==> src/hdl/fetch_pkg.sv <==
package fetch_pkg;

    ////////////////////
    // buffer geometry
    localparam int line_bytes = 16;
    localparam int num_lines = 4;
    localparam int buf_bytes = line_bytes * num_lines;
    localparam int line_width = 8 * line_bytes;
    localparam int bip_width = $clog2(buf_bytes);
    localparam int idx_width = $clog2(num_lines);

    // upper bits pick the line, lower bits the byte in it
    typedef logic [bip_width-1:0] bip_t;
    typedef logic [idx_width-1:0] line_idx_t;

    // byte k sits in bits 8k+7:8k, little-endian
    typedef logic [line_width-1:0] line_t;

    // only the low bip_width bits matter after wrapping
    typedef logic [7:0] length_t;

    ////////////////////
    // next-bip source, in rising priority
    typedef enum logic [1:0] {
        cf_seq     = 2'd0,
        cf_branch  = 2'd1,
        cf_resteer = 2'd2,
        cf_init    = 2'd3
    } cf_src_e;

    typedef struct packed {
        logic init;
        bip_t init_bip;
        logic resteer;
        bip_t wb_bip;
        logic branch;
        bip_t bp_bip;
    } cf_req_t;

    typedef struct packed {
        logic      en;
        line_idx_t line_idx;
        line_t     data;
    } ibuf_fill_t;

    typedef struct packed {
        logic  select;
        logic  ie_pending;
        line_t packet;
    } idtr_req_t;

    // line that holds a given byte pointer
    function automatic line_idx_t bip_line(bip_t bip);
        return bip[bip_width-1 -: idx_width];
    endfunction

endpackage

==> src/hdl/fetch_pointer.sv <==
`timescale 1ns/1ns

module fetch_pointer (
    input  logic                 clk,
    input  logic                 rst_n,
    input  fetch_pkg::cf_req_t   cf,
    input  fetch_pkg::length_t   length,
    input  logic                 advance,
    output fetch_pkg::bip_t      old_bip,
    output fetch_pkg::bip_t      new_bip
);

    import fetch_pkg::*;

    cf_src_e     src;
    logic [7:0]  seq_sum;
    bip_t        seq_bip;

    ////////////////////
    // control-flow priority
    // init beats resteer, resteer beats a taken branch
    always_comb begin
        if (cf.init) begin
            src = cf_init;
        end else if (cf.resteer) begin
            src = cf_resteer;
        end else if (cf.branch) begin
            src = cf_branch;
        end else begin
            src = cf_seq;
        end
    end

    ////////////////////
    // sequential next pointer
    // full 8-bit add, upper bits drop off at the wrap
    assign seq_sum = {{(8 - bip_width){1'b0}}, old_bip} + length;
    assign seq_bip = seq_sum[bip_width-1:0];

    always_comb begin
        case (src)
            cf_init: begin
                new_bip = cf.init_bip;
            end
            cf_resteer: begin
                new_bip = cf.wb_bip;
            end
            cf_branch: begin
                new_bip = cf.bp_bip;
            end
            default: begin
                new_bip = seq_bip;
            end
        endcase
    end

    ////////////////////
    // bip register
    // loads only when the current packet is taken
    always_ff @(posedge clk or negedge rst_n) begin
        if (!rst_n) begin
            old_bip <= '0;
        end else if (advance) begin
            old_bip <= new_bip;
        end
    end

endmodule

==> src/hdl/fetch_unit.sv <==
`timescale 1ns/1ns

module fetch_unit (
    input  logic                    clk,
    input  logic                    rst_n,
    input  fetch_pkg::ibuf_fill_t   fill,
    input  fetch_pkg::cf_req_t      cf,
    input  fetch_pkg::length_t      length,
    input  logic                    stall,
    input  fetch_pkg::idtr_req_t    idtr,
    output fetch_pkg::line_t        packet,
    output logic                    packet_valid,
    output fetch_pkg::bip_t         old_bip,
    output fetch_pkg::bip_t         new_bip
);

    import fetch_pkg::*;

    line_t                  lines [num_lines];
    logic [num_lines-1:0]   line_valid;
    logic                   advance;

    // packet taken by decode this cycle
    assign advance = packet_valid && !stall;

    ////////////////////
    // instruction buffer lines
    ibuf_lines u_lines (
        .clk        (clk),
        .rst_n      (rst_n),
        .fill       (fill),
        .advance    (advance),
        .old_bip    (old_bip),
        .new_bip    (new_bip),
        .lines      (lines),
        .line_valid (line_valid)
    );

    ////////////////////
    // byte pointer
    fetch_pointer u_pointer (
        .clk     (clk),
        .rst_n   (rst_n),
        .cf      (cf),
        .length  (length),
        .advance (advance),
        .old_bip (old_bip),
        .new_bip (new_bip)
    );

    ////////////////////
    // packet alignment
    packet_rotator u_rotator (
        .lines        (lines),
        .line_valid   (line_valid),
        .new_bip      (new_bip),
        .idtr         (idtr),
        .packet       (packet),
        .packet_valid (packet_valid)
    );

endmodule

==> src/hdl/ibuf_lines.sv <==
`timescale 1ns/1ns

module ibuf_lines (
    input  logic                               clk,
    input  logic                               rst_n,
    input  fetch_pkg::ibuf_fill_t              fill,
    input  logic                               advance,
    input  fetch_pkg::bip_t                    old_bip,
    input  fetch_pkg::bip_t                    new_bip,
    output fetch_pkg::line_t                   lines [fetch_pkg::num_lines],
    output logic [fetch_pkg::num_lines-1:0]    line_valid
);

    import fetch_pkg::*;

    line_idx_t              old_line;
    line_idx_t              new_line;
    logic                   crossing;
    logic [num_lines-1:0]   fill_hit;
    logic [num_lines-1:0]   leave_hit;

    assign old_line = bip_line(old_bip);
    assign new_line = bip_line(new_bip);

    // pointer moves into another line this cycle
    assign crossing = advance && (old_line != new_line);

    always_comb begin
        for (int i = 0; i < num_lines; i++) begin
            fill_hit[i]  = fill.en && (fill.line_idx == line_idx_t'(i));
            leave_hit[i] = crossing && (old_line == line_idx_t'(i));
        end
    end

    ////////////////////
    // line data, written only by the fill port
    always_ff @(posedge clk) begin
        if (fill.en) begin
            lines[fill.line_idx] <= fill.data;
        end
    end

    ////////////////////
    // valid bits
    always_ff @(posedge clk or negedge rst_n) begin
        if (!rst_n) begin
            line_valid <= '0;
        end else begin
            for (int i = 0; i < num_lines; i++) begin
                // a fill to the line being left keeps it valid
                if (fill_hit[i]) begin
                    line_valid[i] <= 1'b1;
                end else if (leave_hit[i]) begin
                    line_valid[i] <= 1'b0;
                end
            end
        end
    end

endmodule

==> src/hdl/packet_rotator.sv <==
`timescale 1ns/1ns

module packet_rotator (
    input  fetch_pkg::line_t                   lines [fetch_pkg::num_lines],
    input  logic [fetch_pkg::num_lines-1:0]    line_valid,
    input  fetch_pkg::bip_t                    new_bip,
    input  fetch_pkg::idtr_req_t               idtr,
    output fetch_pkg::line_t                   packet,
    output logic                               packet_valid
);

    import fetch_pkg::*;

    localparam int ring_width = 8 * buf_bytes;

    // one entry per shift stage, entry 0 is the unrotated ring
    logic [ring_width-1:0]  ring_stage [bip_width+1];
    line_t                  buf_packet;
    line_idx_t              cur_line;
    line_idx_t              nxt_line;
    logic                   window_valid;
    logic                   fetch_valid;

    ////////////////////
    // 64-byte ring
    // line i occupies ring bytes 16i to 16i+15
    always_comb begin
        for (int i = 0; i < num_lines; i++) begin
            ring_stage[0][i*line_width +: line_width] = lines[i];
        end
    end

    // stage s moves the ring down by 2^s bytes when bip bit s is set
    // so byte k of the result is ring byte (bip + k) mod 64
    for (genvar s = 0; s < bip_width; s++) begin : g_shift
        localparam int shift_bits = 8 * (1 << s);

        assign ring_stage[s+1] = new_bip[s] ?
            {ring_stage[s][shift_bits-1:0], ring_stage[s][ring_width-1:shift_bits]} :
            ring_stage[s];
    end

    // low 16 bytes form the packet
    assign buf_packet = ring_stage[bip_width][line_width-1:0];

    ////////////////////
    // window validity
    // an instruction may spill into the following line, so both must be there
    assign cur_line = bip_line(new_bip);
    assign nxt_line = cur_line + 1'b1;

    assign window_valid = line_valid[cur_line] && line_valid[nxt_line];

    // interrupt at writeback hides the buffer packet
    assign fetch_valid = window_valid && !idtr.ie_pending;

    ////////////////////
    // interrupt-descriptor override
    assign packet       = idtr.select ? idtr.packet : buf_packet;
    assign packet_valid = fetch_valid || idtr.select;

endmodule

==> config.mk <==
export PLATFORM = sky130hd
export DESIGN_NAME = fetch_unit
export DESIGN_NICKNAME = d
export VERILOG_FILES = /design/src/hdl/fetch_pkg.sv /design/src/hdl/fetch_pointer.sv /design/src/hdl/fetch_unit.sv /design/src/hdl/ibuf_lines.sv /design/src/hdl/packet_rotator.sv
export SDC_FILE = /design/constraint.sdc
export NUM_CORES = 2
export LEC_CHECK = 0
export ABC_AREA = 0
export BUFFER_PORTS_ARGS = -buffer_cell sky130_fd_sc_hd__buf_2
export CORE_MARGIN = 10
export CORE_UTILIZATION = 30
export DETAILED_ROUTE_END_ITERATION = 10
export HOLD_SLACK_MARGIN = 0.15
export REMOVE_ABC_BUFFERS = 1
export SLEW_MARGIN = 30
export SYNTH_ARGS = -nofsm -noshare
export SYNTH_HDL_FRONTEND = slang
export SYNTH_SLANG_ARGS = --single-unit
==> constraint.sdc <==
create_clock -name clk -period 4 [get_ports clk]
set_clock_uncertainty 0.05 [all_clocks]
set_input_delay 0.6 -clock clk [delete_from_list [all_inputs] [get_ports clk]]
set_output_delay 0.6 -clock clk [all_outputs]
set_load 0.02 [all_outputs]
### Word level (Yosys, flattened, before mapping)

Cells that the tools add are included.

| operators by class | value |
|---|---|
| $add $sub $neg | 2 |
| multipliers | 0 |
| div/mod/pow operators | 0 |
| magnitude comparators | 4 |
| equal/unequal tests | 10 |
| shift operators | 0 |
| mux-type cells | 26 |
| bitwise logic cells | 1 |
| reduce and logical (&&, ||, !) cells | 22 |

Operators by type and width:

| kind | number |
|---|---|
| $mux W512 | 4 |
| $bwmux W512 | 1 |
| $mux W128 | 3 |
| $mux W384 | 1 |
| $demux W128 S2 | 1 |
| $pmux W6 S3 | 1 |
| $logic_and A1 B1 Y1 | 13 |
| $eq A2 B2 Y1 const B | 6 |
| $mux W1 | 11 |
| $reduce_bool A2 Y1 | 4 |
| $add A6 B6 Y6 | 1 |
| $eq A2 B1 Y1 const B | 3 |
| $lt A2 B3 Y1 const B | 2 |
| $bmux W1 S2 | 2 |
| $logic_not A2 Y1 | 2 |
| $mux W2 | 2 |
| $ge A3 B3 Y1 const B | 1 |
| $lt A3 B1 Y1 const B | 1 |
| $not A2 Y3 | 1 |
| $add A2 B1 Y2 const B | 1 |
| $logic_not A1 Y1 | 2 |
| $ne A2 B2 Y1 | 1 |
| $logic_or A1 B1 Y1 | 1 |

| word-level totals | value |
|---|---|
| flip-flop bits (word level) | 522 |
| bits in latches | 0 |
| bits in writable memories | 0 |
| ROM bits | 0 |
| input bits | 293 |
| output and inout bits | 141 |
| logic and storage cells | 74 |
| memories | 0 |

### Longest topological paths before layout

| depth | value |
|---|---|
| depth after elaboration | 16 |
| depth in mapped cells | 13 |
| gate-level depth less buffers | 10 |

### Cells and area by module

A second synthesis with hierarchy kept.

| second synthesis, totals | value |
|---|---|
| cell total of the unflattened synthesis | 4655 |
| area, all modules | 52877.0 µm² |

By module, submodules not included:

| module | times used | cells an instance | area an instance (µm²) | seq. area each (µm²) |
|---|---|---|---|---|
| packet_rotator | 1 | 4044 | 36635.1 | 0.0 |
| ibuf_lines | 1 | 534 | 15605.0 | 15474.8 |
| fetch_pointer | 1 | 76 | 623.1 | 150.1 |
| fetch_unit | 1 | 1 | 13.8 | 0.0 |

### Worst setup path before layout

Ideal clock, no wire load.

| path | value |
|---|---|
| kind | input -> register |
| start | in fill[129] in the netlist's numbering |
| end | reg u_lines.line_valid[0] in the netlist's numbering |
| setup time | 0.110 ns |
| arrival | 10.749 ns |
| data required time | 3.840 ns |
| path slack | -6.910 ns |
| stages on the path | 3 |
| buffers on the path | 0 |
| cell sequence | nor3b_1 -> or4_1 -> o22a_1 |

| between the ends | value |
|---|---|
| cells in the longest elaborated chain, start to end | 3 |
| elaborated cells between the ends (all ways) | 4 |
| classes of those cells | mux (1); reduce/logical (3) |

RTL lines:

| item | line | RTL |
|---|---|---|
| start: declaration | fetch_unit.sv:6 | `input fetch_pkg::ibuf_fill_t fill,` |
| $logic_not A2 Y1 (*) | ibuf_lines.sv:30 | `fill_hit[i] = fill.en && (fill.line_idx == line_idx_t'(i));` |
| $logic_and A1 B1 Y1 (*) | ibuf_lines.sv:30 |  |
| $mux W1 or $reduce_bool A2 Y1 (tied branches) | - |  |
| end signal: assignment | ibuf_lines.sv:47 | `line_valid <= '0;` |
| end signal: indexed assignment | ibuf_lines.sv:52 | `line_valid[i] <= 1'b1;` |
| end signal: indexed assignment | ibuf_lines.sv:54 | `line_valid[i] <= 1'b0;` |
| end: declaration | ibuf_lines.sv:11 | `output logic [fetch_pkg::num_lines-1:0] line_valid` |

Every way passes the cells marked *; elsewhere a longest branch is shown, timed or not.
A chain may end at the register's enable or synchronous reset.

### Worst setup path in the final report

| path | value |
|---|---|
| start | reg u_pointer.old_bip[0] |
| end | out packet[73] |

| between the ends | value |
|---|---|
| cells in the longest elaborated chain, start to end | 9 |

RTL lines:

| item | line | RTL |
|---|---|---|
| start: declaration | fetch_pointer.sv:9 | `output fetch_pkg::bip_t old_bip,` |
| start signal: assignment | fetch_pointer.sv:64 | `old_bip <= new_bip;` |
| $add A6 B6 Y6 (*) | fetch_pointer.sv:37 | `assign seq_sum = {{(8 - bip_width){1'b0}}, old_bip} + length;` |
| $pmux W6 S3 (*) | fetch_pointer.sv:41 | `case (src)` |
| $mux W512 (4 in a row) | packet_rotator.sv:38 | `assign ring_stage[s+1] = new_bip[s] ?` |
| $mux W384 | packet_rotator.sv:38 |  |
| $mux W128 (*) | packet_rotator.sv:38 |  |
| $mux W128 (*) | packet_rotator.sv:59 | `assign packet = idtr.select ? idtr.packet : buf_packet;` |
| end: declaration | fetch_unit.sv:11 | `output fetch_pkg::line_t packet,` |

Marks and branches as above.

==> impl_metrics.env <==
export IMPL_status="complete, but fails checks"
export IMPL_violations="setup timing"
export IMPL_cts_buffer_depth=3
export IMPL_r2r_end="u_pointer.old_bip[1]"
export IMPL_cts_max_level=3
export IMPL_drive_gt1_share_pct=41.0
export IMPL_grt_max_degree=173
export IMPL_grt_ovfl_total=0
export IMPL_clock_sinks=522
export IMPL_start_util_pct=30.1
export IMPL_r2r_slack_ns=0.06
export IMPL_die_area_um2=184000
export IMPL_finalNonFillerCells=9639
export IMPL_port_buffers=431
export IMPL_setup_viol=131
export IMPL_path_clk_slew_ns=0.06
export IMPL_maxSlewHeadroom_pct=36.3
export IMPL_synth_seq_area_share_pct=31.1
export IMPL_startpoint_type="flop"
export IMPL_drc_errors=0
export IMPL_tightestPinTransition_ns=0.951
export IMPL_muxShareOfSynthArea_pct=4.49
export IMPL_crit_path_end_kind="primary output"
export IMPL_synth_xor_area_share_pct=0.0349
export IMPL_finalInstanceArea_um2=77800
export IMPL_hp_start="fill[78]"
export IMPL_clkLatencyLatePin_ns=0.68
export IMPL_post_route_min_period_ns=5.22
export IMPL_synth_flop_cell="edfxtp_1"
export IMPL_synth_seq_cells=522
export IMPL_fmaxAchievable_mhz=191
export IMPL_layout_setup_ws_ns=-1.22
export IMPL_drt_iter0_drc=11000
export IMPL_synthAdderAreaFrac_pct=0.164
export IMPL_wl_um=305000
export IMPL_chipHeight_um=429
export IMPL_min_to="u_lines.lines[334]"
export IMPL_synthDistinctLibCells=75
export IMPL_chipWidth_um=429
export IMPL_whs_path_depth=1
export IMPL_maxCapViolations=0
export IMPL_yosysMostFrequentCell="nor3_1"
export IMPL_cp_max_fo=15
export IMPL_synthToLayoutAreaGrowth_pct=54.9
export IMPL_viasPerCell=6.92
export IMPL_placed_cell_area_um2=64000
export IMPL_yosys_area_top_type="edfxtp_1"
export IMPL_critical_path_class="flop to primary output"
export IMPL_setup_tns_ns=-136.71
export IMPL_p_total_mw=29.9
export IMPL_cts_tree="built"
export IMPL_hold_violations=0
export IMPL_synth_area_leaders="edfxtp_1 (31%), o311ai_0 (8.9%), a22oi_1 (8.1%)"
export IMPL_synth_top_family_by_area="compound AO/OA/AOI/OAI gates"
export IMPL_yosys_warnings=0
export IMPL_post_dp_hpwl_um=210000
export IMPL_syn_instance_count=5967
export IMPL_r2r_cells=17
export IMPL_period_share_pct=131
export IMPL_vdd_drop_max_mv=0.328
export IMPL_grtUsageTotal_pct=30.1
export IMPL_critPathArrivalTime_ns=4.57
export IMPL_dr_pass1_iters=7
export IMPL_grt_pass1_vias=62300
export IMPL_grt_first_pass_wirelength_um=428000
export IMPL_rows=150
export IMPL_nets=7661
export IMPL_pre_cts_slack_ns=-1.35
export IMPL_drv_slew=0
export IMPL_drtAntennaViolNets=0
export IMPL_async_flop_share_pct=1.92
export IMPL_cts_made_buffers=69
export IMPL_netlist_area_leader_share_pct=30.6
export IMPL_ios=434
export IMPL_final_util_pct=46.6
export IMPL_gp_congestion=1.02
export IMPL_synth_area_um2=50300
export IMPL_leakagePower_nw=27.6
export IMPL_synth_edff_count=512
export IMPL_synthSimpleGateAreaFrac_pct=17.0
export IMPL_core_um2=167000
export IMPL_num_vias=66700
export IMPL_r2r_start="u_pointer.old_bip[0]"
export IMPL_p_per_area_nw_per_um2=384
export IMPL_post_drt_wl_per_cell_um=31.6
export IMPL_holdCritPathClass="primary input to flop"
export IMPL_worst_hold_slack_ns=0.195
export IMPL_cts_root_buf="clkbuf_16"
export IMPL_rsz0062_at_grt="yes"
export IMPL_synthTopCellsByCount="nor3_1 (571), clkbuf_1 (566), a22oi_1 (544)"
export IMPL_synth_area_per_cell_um2=8.42
export IMPL_antenna_found_initial=39
export IMPL_synth_compound_area_share_pct=40.4
export IMPL_post_place_cells=9105
export IMPL_cp_data_required_time_ns=3.35
[final cells by class]
type	count	area, um2
fill	15600	89000
multi-input combinational	4644	37300
timing repair buffer	2114	19800
sequential	522	15600
tap	2204	2760
clock buffer	76	1770
clock inverter	47	497
inverter	9	62.6
antenna	21	52.6
timing repair inverter	2	15.0
[how the worst max path moves through the flow]
stage	start	end	slack (ns)
after global placement	length[0]	packet[75]	-1.84
after floorplan	cf[7]	packet[16]	-21.97
after detailed placement	length[0]	packet[28]	-1.35
after CTS	u_pointer.old_bip[0]	packet[9]	-1.25
after global routing	u_pointer.old_bip[0]	packet[67]	-1.39
final	u_pointer.old_bip[0]	packet[73]	-1.22
[layer usage]
layer  wire length, um  GRT usage [%]  vias up  share of wire, %
li1                  -              -    27800                 -
met1            113000           37.9    32300                37
met2            133000           45.1     5293                43
met3             34600           6.91     1277                11
met4             24500           21.5       16               8.0
met5                95              0        -             0.031
[flip-flops by register name, indices dropped and copies added, names as in the netlist]
| name | cells |
|---|---|
| u_lines.lines | 512 |
| u_pointer.old_bip | 6 |
| u_lines.line_valid | 4 |
[cell usage in the layout (no fill, tap or decap), types with 117 or more instances in the layout]
cell type      count
a21oi_1          127
a22oi_1          531
buf_12           220
buf_2            308
buf_4           1262
buf_6            124
dlygate4sd3_1    117
edfxtp_1         512
mux2i_1          148
nand2_1          520
nand2b_1         131
nor2_1           320
nor3_1           415
nor3_2           158
o211ai_1         505
o22ai_1          221
o22ai_2          122
o311ai_0         512
o31ai_1          146
[power by group]
group / leakage, nW / internal (mW) / switching (mW)
clock: 1.11 / 3.69 / 2.72
combinational: 21.7 / 7.21 / 9.54
sequential: 4.82 / 6.36 / 0.335
total: 27.6 / 17.3 / 12.6
[timing repair]
| action | CTS | global route |
|---|---|---|
| setup buffers | 131 | 139 |
| gates cloned | 20 | 13 |
| hold buffers | 117 | 0 |
| endpoints found under the setup margin | 131 | 140 |
| endpoints found under the hold margin | 464 | 0 |
| gates resized for setup | 607 | 802 |
| pin swaps | 218 | 354 |
[cells by family (layout without fill, tap and decap cells)]
group	after synthesis	count (layout)
AOI/OAI and AO/OA	2683	2683
and+or+nand+nor	1750	1750
buffers and inverters	801	2248
DFF	522	522
muxes	203	203
adders and majority gates	6	6
xor gates and xnor gates	2	2
other	0	21
[worst max-delay path: stages (launching register included)]
cell,delay (ns)
dfrtp_1,0.41
ha_2,0.20
fa_2,0.34
and3_4,0.19
or4_4,0.49
nand3_4,0.21
buf_12,0.17
buf_16,0.19
buf_4,0.17
mux2i_2,0.43
o32ai_4,0.15
buf_6,0.15
nor3_1,0.35
nor4_4,0.11
buf_4,0.16
buf_6,0.12
(Power assumes the default switching activity.)
